File: config.mk
export PLATFORM = sky130hd
export DESIGN_NAME = erx_top
export DESIGN_NICKNAME = d
export VERILOG_FILES = /design/src/verilog/erx_pkg.sv /design/src/verilog/erx_frame_decode.sv /design/src/verilog/erx_packet_fifo.sv /design/src/verilog/erx_wb_master.sv /design/src/verilog/erx_read_return.sv /design/src/verilog/erx_top.sv
export SDC_FILE = /design/constraint.sdc
export NUM_CORES = 1
export LEC_CHECK = 0
export BUFFER_PORTS_ARGS = -buffer_cell sky130_fd_sc_hd__buf_4
export CORE_MARGIN = 4
export CORE_UTILIZATION = 50
export DETAILED_ROUTE_END_ITERATION = 12
export GPL_TIMING_DRIVEN = 0
export PLACE_DENSITY = 0.79
export SETUP_SLACK_MARGIN = 0.3
export SLEW_MARGIN = 15
export SYNTH_ARGS = -nofsm -noshare
export SYNTH_HDL_FRONTEND = slang
export SYNTH_SLANG_ARGS = --single-unit
File: constraint.sdc
create_clock -name rx_lclk -period 10.75 [get_ports rx_lclk]
set_clock_uncertainty 0.2 [all_clocks]
set_input_delay 1.075 -clock rx_lclk [delete_from_list [all_inputs] [get_ports rx_lclk]]
set_output_delay 1.075 -clock rx_lclk [all_outputs]
set_load 0.02 [all_outputs]
File: src/verilog/erx_pkg.sv
package erx_pkg;

   //##########################################################################
   // link and packet fields
   //##########################################################################

   typedef logic [15:0]  word_t;      // one captured word per rx_lclk edge
   typedef logic [31:0]  addr_t;      // mesh address
   typedef logic [31:0]  data_t;      // data word
   typedef logic [1:0]   datamode_t;  // 0 byte, 1 half, 2 word, 3 double
   typedef logic [3:0]   ctrlmode_t;  // passed along untouched

   // seven link words of one frame, word 0 in the low slot
   typedef logic [111:0] sample_t;

   // 104 bit mesh packet, srcaddr at the top
   typedef struct packed {
      addr_t     srcaddr;             // [103:72]
      data_t     data;                // [71:40]
      addr_t     dstaddr;             // [39:8]
      ctrlmode_t ctrlmode;            // [7:4]
      datamode_t datamode;            // [3:2]
      logic      write;               // [1]
      logic      access;              // [0]
   } emesh_packet_t;

   //##########################################################################
   // queue and burst constants
   //##########################################################################

   localparam int FIFO_DEPTH = 8;     // queued packets
   localparam int FIFO_AW    = 3;     // pointer width, 2**FIFO_AW == FIFO_DEPTH
   localparam int WAIT_LEVEL = 6;     // pushback threshold
   localparam int BURST_STEP = 8;     // dstaddr step between burst packets

   //##########################################################################
   // bus master states
   //##########################################################################

   typedef enum logic [1:0] {
      IDLE,                           // waiting for a queued packet
      BUS,                            // cycle on the bus until ack
      RESP                            // read data held for the response stage
   } wb_state_t;

endpackage

File: src/verilog/erx_frame_decode.sv
`timescale 1ns/10ps

module erx_frame_decode
   import erx_pkg::*;
(
   input  logic          rx_lclk,
   input  logic          reset,
   input  word_t         rx_word,
   input  logic          rx_frame,
   output logic          dec_valid,
   output emesh_packet_t dec_packet
);

   logic [6:0]    word_ptr;      // one-hot slot select
   sample_t       sample;        // raw frame words
   logic          access;        // seventh word just landed
   logic          access_d;      // fields are in the stage register
   logic          burst_detect;  // a packet already left this frame
   logic          burst_stage;   // burst flag travelling with the stage
   emesh_packet_t shuffled;      // sample rearranged into packet order
   emesh_packet_t pkt_stage;     // first packet register
   addr_t         next_dst;

   //##########################################################################
   // word pointer and sample register
   //##########################################################################

   always_ff @(posedge rx_lclk or posedge reset)
   begin
      if (reset)
         word_ptr <= 7'b0000001;
      else if (!rx_frame)
         word_ptr <= 7'b0000001;          // idle link, next word is slot 0
      else if (word_ptr[6])
         word_ptr <= 7'b0001000;          // burst continues at slot 3
      else
         word_ptr <= {word_ptr[5:0], 1'b0};
   end

   // only the slot under the pointer takes the word
   always_ff @(posedge rx_lclk)
   begin
      if (rx_frame)
      begin
         for (int i = 0; i < 7; i++)
            if (word_ptr[i])
               sample[16*i +: 16] <= rx_word;
      end
   end

   //##########################################################################
   // strobes
   //##########################################################################

   always_ff @(posedge rx_lclk or posedge reset)
   begin
      if (reset)
      begin
         access       <= 1'b0;
         access_d     <= 1'b0;
         dec_valid    <= 1'b0;
         burst_detect <= 1'b0;
      end
      else
      begin
         access    <= word_ptr[6] & rx_frame;   // last word of a group
         access_d  <= access;
         dec_valid <= access_d;
         if (access & rx_frame)
            burst_detect <= 1'b1;               // frame still running
         else if (!rx_frame)
            burst_detect <= 1'b0;
      end
   end

   //##########################################################################
   // field shuffle
   //##########################################################################

   // bytes arrive low first, byte n sits at sample[8n+7:8n]
   always_comb
   begin
      shuffled.access   = sample[40];
      shuffled.write    = sample[41];
      shuffled.datamode = sample[43:42];
      shuffled.ctrlmode = sample[15:12];
      shuffled.dstaddr  = {sample[11:8],        // byte 1 low nibble
                           sample[23:16],       // byte 2
                           sample[31:24],       // byte 3
                           sample[39:32],       // byte 4
                           sample[47:44]};      // byte 5 high nibble
      shuffled.data     = {sample[55:48], sample[63:56],
                           sample[71:64], sample[79:72]};
      shuffled.srcaddr  = {sample[87:80], sample[95:88],
                           sample[103:96], sample[111:104]};
   end

   // slot 3 is overwritten one cycle after access in a burst, so grab now
   always_ff @(posedge rx_lclk)
   begin
      if (access)
      begin
         pkt_stage   <= shuffled;
         burst_stage <= burst_detect;
      end
   end

   // burst packets walk on from the previous destination
   assign next_dst = burst_stage ? dec_packet.dstaddr + addr_t'(BURST_STEP)
                                 : pkt_stage.dstaddr;

   always_ff @(posedge rx_lclk)
   begin
      if (access_d)
      begin
         dec_packet         <= pkt_stage;
         dec_packet.dstaddr <= next_dst;
      end
   end

endmodule

File: src/verilog/erx_packet_fifo.sv
`timescale 1ns/10ps

module erx_packet_fifo
   import erx_pkg::*;
(
   input  logic          rx_lclk,
   input  logic          reset,
   input  logic          dec_valid,
   input  emesh_packet_t dec_packet,
   output logic          q_valid,
   input  logic          q_ready,
   output emesh_packet_t q_packet,
   output logic          wr_wait,
   output logic          rd_wait
);

   emesh_packet_t      mem [FIFO_DEPTH];
   logic [FIFO_AW-1:0] wr_ptr;
   logic [FIFO_AW-1:0] rd_ptr;
   logic [FIFO_AW:0]   count;        // 0 to FIFO_DEPTH
   logic               full;
   logic               above;        // at or over the wait level
   logic               head_write;   // kind of the oldest entry
   logic               wr_en;
   logic               rd_en;

   assign full    = (count == (FIFO_AW+1)'(FIFO_DEPTH));
   assign above   = (count >= (FIFO_AW+1)'(WAIT_LEVEL));
   assign wr_en   = dec_valid & ~full;      // strobe into a full queue is lost
   assign rd_en   = q_valid & q_ready;

   assign q_valid  = (count != '0);
   assign q_packet = mem[rd_ptr];
   assign head_write = q_packet.write;

   //##########################################################################
   // storage and pointers
   //##########################################################################

   always_ff @(posedge rx_lclk)
   begin
      if (wr_en)
         mem[wr_ptr] <= dec_packet;
   end

   always_ff @(posedge rx_lclk or posedge reset)
   begin
      if (reset)
      begin
         wr_ptr <= '0;
         rd_ptr <= '0;
         count  <= '0;
      end
      else
      begin
         if (wr_en)
            wr_ptr <= wr_ptr + 1'b1;    // wraps at FIFO_DEPTH
         if (rd_en)
            rd_ptr <= rd_ptr + 1'b1;
         case ({wr_en, rd_en})
            2'b10:   count <= count + 1'b1;
            2'b01:   count <= count - 1'b1;
            default: count <= count;    // none or both
         endcase
      end
   end

   //##########################################################################
   // pushback to the sender
   //##########################################################################

   always_ff @(posedge rx_lclk or posedge reset)
   begin
      if (reset)
      begin
         wr_wait <= 1'b0;
         rd_wait <= 1'b0;
      end
      else
      begin
         wr_wait <= full | (above & head_write);   // full stops both
         rd_wait <= full | (above & ~head_write);
      end
   end

endmodule

File: src/verilog/erx_wb_master.sv
`timescale 1ns/10ps

module erx_wb_master
   import erx_pkg::*;
(
   input  logic          rx_lclk,
   input  logic          reset,
   input  logic          q_valid,
   output logic          q_ready,
   input  emesh_packet_t q_packet,
   output logic          wb_cyc,
   output logic          wb_stb,
   output logic          wb_we,
   output addr_t         wb_adr,
   output logic [3:0]    wb_sel,
   output data_t         wb_dat_w,
   input  data_t         wb_dat_r,
   input  logic          wb_ack,
   input  logic          resp_busy,
   output logic          rd_done,
   output emesh_packet_t rd_packet
);

   wb_state_t     state;
   emesh_packet_t req;        // packet on the bus
   data_t         rd_data;    // read data, already shifted down

   //##########################################################################
   // byte lanes
   //##########################################################################

   function automatic logic [3:0] lane_sel(input datamode_t mode,
                                           input logic [1:0] lsb);
      logic [3:0] sel;
      case (mode)
         2'd0:    sel = 4'b0001 << lsb;                  // one byte
         2'd1:    sel = lsb[1] ? 4'b1100 : 4'b0011;      // upper or lower half
         default: sel = 4'b1111;                         // word and double
      endcase
      return sel;
   endfunction

   // copy the low bits across every lane, the select picks the right one
   function automatic data_t lane_write(input datamode_t mode, input data_t dat);
      data_t placed;
      case (mode)
         2'd0:    placed = {4{dat[7:0]}};
         2'd1:    placed = {2{dat[15:0]}};
         default: placed = dat;
      endcase
      return placed;
   endfunction

   function automatic data_t lane_read(input datamode_t mode,
                                       input logic [1:0] lsb,
                                       input data_t dat);
      data_t shifted;
      data_t result;
      shifted = dat >> {lsb, 3'b000};
      case (mode)
         2'd0:    result = {24'd0, shifted[7:0]};
         2'd1:    result = {16'd0, lsb[1] ? dat[31:16] : dat[15:0]};
         default: result = dat;
      endcase
      return result;
   endfunction

   //##########################################################################
   // state machine
   //##########################################################################

   always_ff @(posedge rx_lclk or posedge reset)
   begin
      if (reset)
         state <= IDLE;
      else
      begin
         case (state)
            IDLE:    if (q_valid) state <= BUS;                 // take one packet
            BUS:     if (wb_ack) state <= req.write ? IDLE : RESP;
            RESP:    if (!resp_busy) state <= IDLE;             // handed over
            default: state <= IDLE;
         endcase
      end
   end

   always_ff @(posedge rx_lclk)
   begin
      if (q_valid & q_ready)
         req <= q_packet;
      if ((state == BUS) & wb_ack & ~req.write)
         rd_data <= lane_read(req.datamode, req.dstaddr[1:0], wb_dat_r);
   end

   assign q_ready = (state == IDLE);

   // bus outputs come straight from req so they hold while stb is up
   assign wb_cyc   = (state == BUS);
   assign wb_stb   = (state == BUS);
   assign wb_we    = req.write;
   assign wb_adr   = req.dstaddr;
   assign wb_sel   = lane_sel(req.datamode, req.dstaddr[1:0]);
   assign wb_dat_w = lane_write(req.datamode, req.data);

   assign rd_done = (state == RESP) & ~resp_busy;   // single cycle, leaves RESP

   always_comb
   begin
      rd_packet      = req;
      rd_packet.data = rd_data;
   end

endmodule

File: src/verilog/erx_read_return.sv
`timescale 1ns/10ps

module erx_read_return
   import erx_pkg::*;
(
   input  logic          rx_lclk,
   input  logic          reset,
   input  logic          rd_done,
   input  emesh_packet_t rd_packet,
   output logic          resp_busy,
   output logic          resp_valid,
   input  logic          resp_ready,
   output emesh_packet_t resp_packet
);

   emesh_packet_t wb_resp;    // write-back built from the read request

   // reply goes back to the requester, carrying the read data
   always_comb
   begin
      wb_resp          = rd_packet;
      wb_resp.dstaddr  = rd_packet.srcaddr;
      wb_resp.srcaddr  = rd_packet.dstaddr;
      wb_resp.write    = 1'b1;
      wb_resp.access   = 1'b1;
   end

   always_ff @(posedge rx_lclk or posedge reset)
   begin
      if (reset)
         resp_valid <= 1'b0;
      else if (rd_done)
         resp_valid <= 1'b1;               // master only sends when empty
      else if (resp_ready)
         resp_valid <= 1'b0;               // taken by the sink
   end

   always_ff @(posedge rx_lclk)
   begin
      if (rd_done)
         resp_packet <= wb_resp;           // held until accepted
   end

   assign resp_busy = resp_valid;

endmodule

File: src/verilog/erx_top.sv
`timescale 1ns/10ps

module erx_top
   import erx_pkg::*;
(
   input  logic          rx_lclk,
   input  logic          reset,
   input  word_t         rx_word,
   input  logic          rx_frame,
   output logic          wr_wait,
   output logic          rd_wait,
   output logic          wb_cyc,
   output logic          wb_stb,
   output logic          wb_we,
   output addr_t         wb_adr,
   output logic [3:0]    wb_sel,
   output data_t         wb_dat_w,
   input  data_t         wb_dat_r,
   input  logic          wb_ack,
   output logic          resp_valid,
   input  logic          resp_ready,
   output emesh_packet_t resp_packet
);

   logic          dec_valid;     // decode strobe into the queue
   emesh_packet_t dec_packet;
   logic          q_valid;       // queue head to bus master
   logic          q_ready;
   emesh_packet_t q_packet;
   logic          rd_done;       // finished read to response stage
   emesh_packet_t rd_packet;
   logic          resp_busy;

   //##########################################################################
   // frame decode, queue, bus, response
   //##########################################################################

   erx_frame_decode u_decode (
      .rx_lclk    (rx_lclk),
      .reset      (reset),
      .rx_word    (rx_word),
      .rx_frame   (rx_frame),
      .dec_valid  (dec_valid),
      .dec_packet (dec_packet)
   );

   erx_packet_fifo u_fifo (
      .rx_lclk    (rx_lclk),
      .reset      (reset),
      .dec_valid  (dec_valid),
      .dec_packet (dec_packet),
      .q_valid    (q_valid),
      .q_ready    (q_ready),
      .q_packet   (q_packet),
      .wr_wait    (wr_wait),
      .rd_wait    (rd_wait)
   );

   erx_wb_master u_wb (
      .rx_lclk    (rx_lclk),
      .reset      (reset),
      .q_valid    (q_valid),
      .q_ready    (q_ready),
      .q_packet   (q_packet),
      .wb_cyc     (wb_cyc),
      .wb_stb     (wb_stb),
      .wb_we      (wb_we),
      .wb_adr     (wb_adr),
      .wb_sel     (wb_sel),
      .wb_dat_w   (wb_dat_w),
      .wb_dat_r   (wb_dat_r),
      .wb_ack     (wb_ack),
      .resp_busy  (resp_busy),
      .rd_done    (rd_done),
      .rd_packet  (rd_packet)
   );

   erx_read_return u_resp (
      .rx_lclk     (rx_lclk),
      .reset       (reset),
      .rd_done     (rd_done),
      .rd_packet   (rd_packet),
      .resp_busy   (resp_busy),
      .resp_valid  (resp_valid),
      .resp_ready  (resp_ready),
      .resp_packet (resp_packet)
   );

endmodule

Yosys cells after proc, flatten, opt, wreduce, memory -nomap -nowiden
Memory sizes are Yosys's and may differ from the RTL's. Index checks and enable logic that the tools add are counted.

Memory bits (writable): 832. Input bits: 53. Memories: 1. Register bits after elaboration: 584. Word-level logic and storage cells: 113.

Bitwise gates (word level): 15. Order comparisons: 1. Multiplexer cells: 20. Reductions and logical operators: 13. Equality and inequality tests: 10. Shifts and indexed selects: 2. Add/subtract/negate cells: 5.

Memory list: u_fifo.mem (words 8, width 104, rd ports 1, clocked after memory_dff 0, wr ports 1, RTL line erx_packet_fifo.sv:17) `emesh_packet_t mem [FIFO_DEPTH];`.

Operator list (number): $pmux 32 s2 (2); $add 32x4->32 const B (1); $mux 32 (1); $shr 32x5->8 (1); $mux 16 (1); $pmux 4 s2 (2); $mux 7 (2); $reduce_and 2->1 (7); $and 1x1->1 (9); $mux 2 (4); $add 3x1->3 const B (2); $eq 2x1->1 const B (3); $mux 1 (6); $ne 2x1->1 const B (3); $pmux 2 s3 (1); $add 4x1->4 const B (1); $eq 2x2->1 const B (2); $eq 4x4->1 const B (1); $ge 4x3->1 const B (1); $logic_not 2->1 (2); $mux 4 (1); $not 1->1 (4); $reduce_bool 2->1 (2); $reduce_bool 4->1 (1); 5 further kinds (6).

Logic depth before layout (Yosys ltp)
Word-level depth: 5. Mapped depth: 11. Depth with buffers taken out: 10.

Cells and area by module
From an unflattened synthesis, not the netlist that was laid out.

Cell total of the unflattened synthesis: 2291. Area total of the unflattened synthesis: 52073.7 sq um.

Modules (own cells, without submodules): erx_packet_fifo (cells each 1279, area each 32112.0 sq um, instances 1); erx_frame_decode (cells each 493, area each 10726.5 sq um, instances 1); erx_wb_master (cells each 409, area each 6105.9 sq um, instances 1); erx_read_return (cells each 110, area each 3129.3 sq um, instances 1).

Worst setup path after synthesis
Ideal clock, no wire load.

Path kind: reg2reg. Start point: reg u_fifo.count[1]. End point: mem u_fifo.mem[0][100] (netlist name), enable pin. Data arrival time: 10877 ps. Clock period less this slack: 11894 ps. Setup time: 817 ps. Cell stages (with the launch flop): 6. Slack: -1144 ps. Path buffers: 1. Required time: 9733 ps. Cells stage by stage: dfrtp_1 clkbuf_1 nor3_1 a21boi_1 inv_1 nor4_1.

Cells in the longest elaborated chain, start to end: 5.

Ends and longest elaborated chain: start, declared (RTL line erx_packet_fifo.sv:20) `logic [FIFO_AW:0] count;`; start signal, assigned (RTL line erx_packet_fifo.sv:61) `2'b10: count <= count + 1'b1;`; start signal, assigned (RTL line erx_packet_fifo.sv:62) `2'b01: count <= count - 1'b1;`; start signal, assigned (RTL line erx_packet_fifo.sv:63) `default: count <= count;`; $eq 4x4->1 (RTL line erx_packet_fifo.sv:27) `assign full = (count == (FIFO_AW+1)'(FIFO_DEPTH));`; $not 1->1 (RTL line erx_packet_fifo.sv:29) `assign wr_en = dec_valid & ~full;`; $and 1x1->1 (RTL line erx_packet_fifo.sv:29); $mux 1 (RTL line erx_packet_fifo.sv:42) `if (wr_en)`; $mux 1 (not written as such) (RTL line erx_packet_fifo.sv:43) `mem[wr_ptr] <= dec_packet;`; end, declared (RTL line erx_packet_fifo.sv:17).

Every way passes these cells.

==> run summary <==
Status: finished clean
Critical-path cell list: clkbuf_1 > clkbuf_1 > clkbuf_1 > mux4_2 > mux2_2
Synth unique cells: 49
Final period utilization: 38.71%
Initial Util: 50.37%
Fmax: 0.2403 GHz
RSZ-0062 raised after global routing: false
Final hold viol count: 0
Initial antenna violation count: 8
Vias/cell: 6.070
First-pass GRT wire length: 174.7 mm
Clock sink count: 1397
Post-layout nets: 2693
EDFF count, synth: 1371
Leak: 0.01953 uW
WS Path Type: reg -> reg
Worst-path clk slew: 60 ps
Die width: 325.6 um
Synth Area per Inst: 23.39 um^2
Largest net degree at the start of global routing: 64
Slew Limit Fails: 0
Die Y: 325.6 um
TritonCTS buffer count: 135
Placed Area: 0.05518 mm^2
Post-synthesis simple-gate area fraction: 1.870%
Initial DRC count: 3263
Actual slew at the worst max-slew pin: 1186 ps
Root buffer cell: clkbuf_16
Port-buffer cells: 228
GRT Resource Usage Total: 22.62%
DP Worst Slack: 6828 ps
Setup Fix Bufs, Post-CTS: 0
FF+latch count, synth: 1397
Critical Path Stages: 5
Ys flop type: edfxtp_1
Area of the multi-input gates: 0.008001 mm^2
WL per Instance: 29.68 um
Std-Cell Core Area: 0.1001 mm^2
Critical path's most frequent cell: clkbuf_1
Worst slew margin: 20.91%
Crit-path max cell delay: 950 ps
Synth Area in Compound Gates: 1.052%
Worst path bufs/invs: 3
Hold Buf Count CTS: 0
Fraction of layout instances using a drive strength above 1: 34.25%
Max FO, Critical Path: 10
DRT Pass-1 Iters: 6
Area delta synth->final: 18.01%
Total gr overflow: 0
GPL Wtd Cong: 0.8294
Seq. cell area: 0.04183 mm^2
Tmin final: 4161 ps
Max Cap Viol: 0
Synth warnings: 0
Switching share of power: 27.65%
CTS tree: yes
Reg-to-Reg Start: u_fifo.rd_ptr[1]
Clock power frac: 31.7%
Gates resized, CTS repair: 0
Clock Path Buffers: 3
Post-DP HPWL: 71.37 mm
Post-layout util: 59.44%
CP top delay family: buffers and inverters
CP arrival: 4430 ps
Antenna viol nets, final: 0
Mux cell area share after synthesis: 12.26%
Reg-to-reg setup timing slack: 6590 ps
Hold Path Depth: 0
CP max stage cell: clkbuf_1
Via Count: 24506
Synth Area in XOR/XNOR: 0.3820%
Worst VDD drop: 0.2320 mV
Row Count: 116
Sequential fraction of the synthesis area: 82.91%
Post-synthesis adder-cell area fraction: 0.1488%
Worst flop-to-flop path endpoint: u_wb.wb_adr[1]
Net Sw Power: 4077 uW
Final WS setup: 6589 ps
Hold WC Path Type: reg -> reg
Syn Inst Count: 2157
Total power per unit cell area: 247.7 mW/mm^2
Number of remaining DRC errors: 0
Largest family of logic cells by synthesized area: multiplexers
Finished Cell Area: 0.05953 mm^2
Startpoint Class: flop
Boundary pin count: 231
Clock Latency Late Sink: 750 ps
DRT Wirelength: 119.8 mm
Setup violators final: 0
Crit. End Element: flop
Int Power: 10670 uW
Worst Setup EP: u_wb.wb_adr[1]
DIE AREA: 0.1060 mm^2
Post-synth ARST share: 1.861%
Part of the power in registers: 45.3%
Mapped Area: 0.05044 mm^2
Critical path required time: 11020 ps
Vias in the first global route: 25178
Comb power frac: 23.1%
Critical Path Start: u_fifo.rd_ptr[1]
H-tree depth: 4
Fillcell total: 6628
R2R cell count: 5
==> sequential cells by signal, summed over array words and instances, names as in the netlist, 2 cells and up <==
| register | flops |
|---|---|
| u_wb.state | 2 |
| u_wb.rd_packet | 38 |
| u_fifo.mem | 824 |
| u_decode.word_ptr | 7 |
| u_fifo.rd_ptr | 3 |
| u_fifo.count | 4 |
| u_resp.resp_packet | 102 |
| u_decode.sample | 103 |
| u_fifo.wr_ptr | 3 |
| u_wb.req | 32 |
| u_wb.wb_adr | 32 |
| u_decode.dec_packet | 103 |
| u_wb.rd_data | 32 |
| u_decode.pkt_stage | 103 |
==> kinds of logic (layout without fill, tap and decap cells) <==
group / count (synthesis) / count (layout)
XOR/XNOR: 22 / 22
AO/OA/AOI/OAI: 80 / 80
multiplexers: 345 / 345
AND/OR/NAND/NOR: 172 / 172
buffers and inverters: 134 / 712
other: 1 / 5
flip-flops: 1397 / 1397
adder cells (fa/ha/maj): 6 / 6
==> synth_stat cells, types with 6 or more instances <==
cell      count  area, um^2
mux2i_1      17       170.2
nand2_1      25       93.84
or3_1         9       56.30
ha_1          6       75.07
a21oi_1      15       75.07
nor4_1        6       37.54
mux4_2      206        4639
xnor2_1      11       96.34
or4_1         7       52.55
nor2_1       44       165.2
nor2b_1      11       68.82
inv_1        11       41.29
xor2_1       11       96.34
edfxtp_1   1371       41170
dfrtp_1      25       625.6
nand4_1       8       50.05
buf_2        18       90.09
a221o_1       8       80.08
buf_4        43       322.8
o21ai_0      19       95.09
a22o_1        8       70.07
and2_1       23       143.9
mux2_2      122        1374
a31oi_1      14       87.58
clkbuf_1     48       180.2
nor3_1        7       35.03
buf_1        13       48.80
o31ai_1       7       52.55
nand3_1      12       60.06
==> power groups by stage <==
stage / Combinational, uW / Clock [uW] / Sequential [uW]
after global routing: 3600 / 4970 / 6710
after detailed placement: 3370 / 0 / 6790
after floorplan: 2120 / 0 / 6800
final: 3400 / 4670 / 6670
after global placement: 3250 / 0 / 6850
after CTS: 3440 / 4740 / 6680
==> worst register-to-register path, stage by stage (launching register included) <==
cell	delay [ps]
dfrtp_1	380
clkbuf_1	780
clkbuf_1	950
clkbuf_1	800
mux4_2	440
mux2_2	340
==> how the worst min path moves through the flow <==
stage	start	to	slack, ps
3_3_place_gp	u_decode.sample[32]	u_decode.pkt_stage[12]	200
3_5_place_dp	u_decode.pkt_stage[60]	u_decode.dec_packet[60]	200
4_1_cts	u_wb.rd_packet[77]	u_resp.resp_packet[13]	210
2_1_floorplan	u_decode.pkt_stage[100]	u_decode.dec_packet[100]	200
6_report	u_wb.rd_packet[77]	u_resp.resp_packet[13]	210
5_1_grt	u_decode.pkt_stage[60]	u_decode.dec_packet[60]	220
==> per-layer routing <==
layer  up-vias  routed length, um  global-route usage [%]
met5         -                 19                       0
met4         2               4734                   8.856
met3       306              11360                   5.075
met2      1626              60720                   37.48
met1     12737              42980                   29.50
li1       9835                  -                       -
==> stage by stage <==
stage / total power [uW] / setup TNS, ps / hold slack (ps) / std cells
2_1_floorplan: 8922 / 0 / 200.3 / 2158
3_3_place_gp: 10100 / -3318290 / 200.4 / 3684
3_5_place_dp: 10160 / 0 / 204.5 / 3795
4_1_cts: 14860 / 0 / 207.9 / 4034
5_1_grt: 15280 / 0 / 218.4 / 4034
6_report: 14750 / 0 / 207.7 / 4037
==> cell type report <==
type | count | area share (%)
Sequential cell | 1397 | 70.27
Buffer | 123 | 1.097
Timing Repair Buffer | 339 | 5.091
Inverter | 11 | 0.07777
Tap cell | 1298 | 2.728
Clock inverter | 67 | 1.274
Multi-Input combinational cell | 627 | 13.44
Clock buffer | 172 | 6.013
Antenna cell | 3 | 0.01261
==> cells in the final DEF, fill, tap and decap left out, types with 12 or more instances in the layout <==
master,netlist,layout
clkinv_1,0,22
clkinv_2,0,19
nor2_1,44,41
dfrtp_1,25,23
mux4_2,206,206
buf_6,1,33
buf_2,18,21
mux2_2,122,122
nand2_1,25,25
clkbuf_16,0,137
and2_1,23,23
edfxtp_1,1371,1371
a31oi_1,14,14
o21ai_0,19,19
clkbuf_1,48,81
mux2i_1,17,17
buf_4,43,323
a21oi_1,15,15
nand3_1,12,12
buf_1,13,13
(Power assumes the default switching activity.)
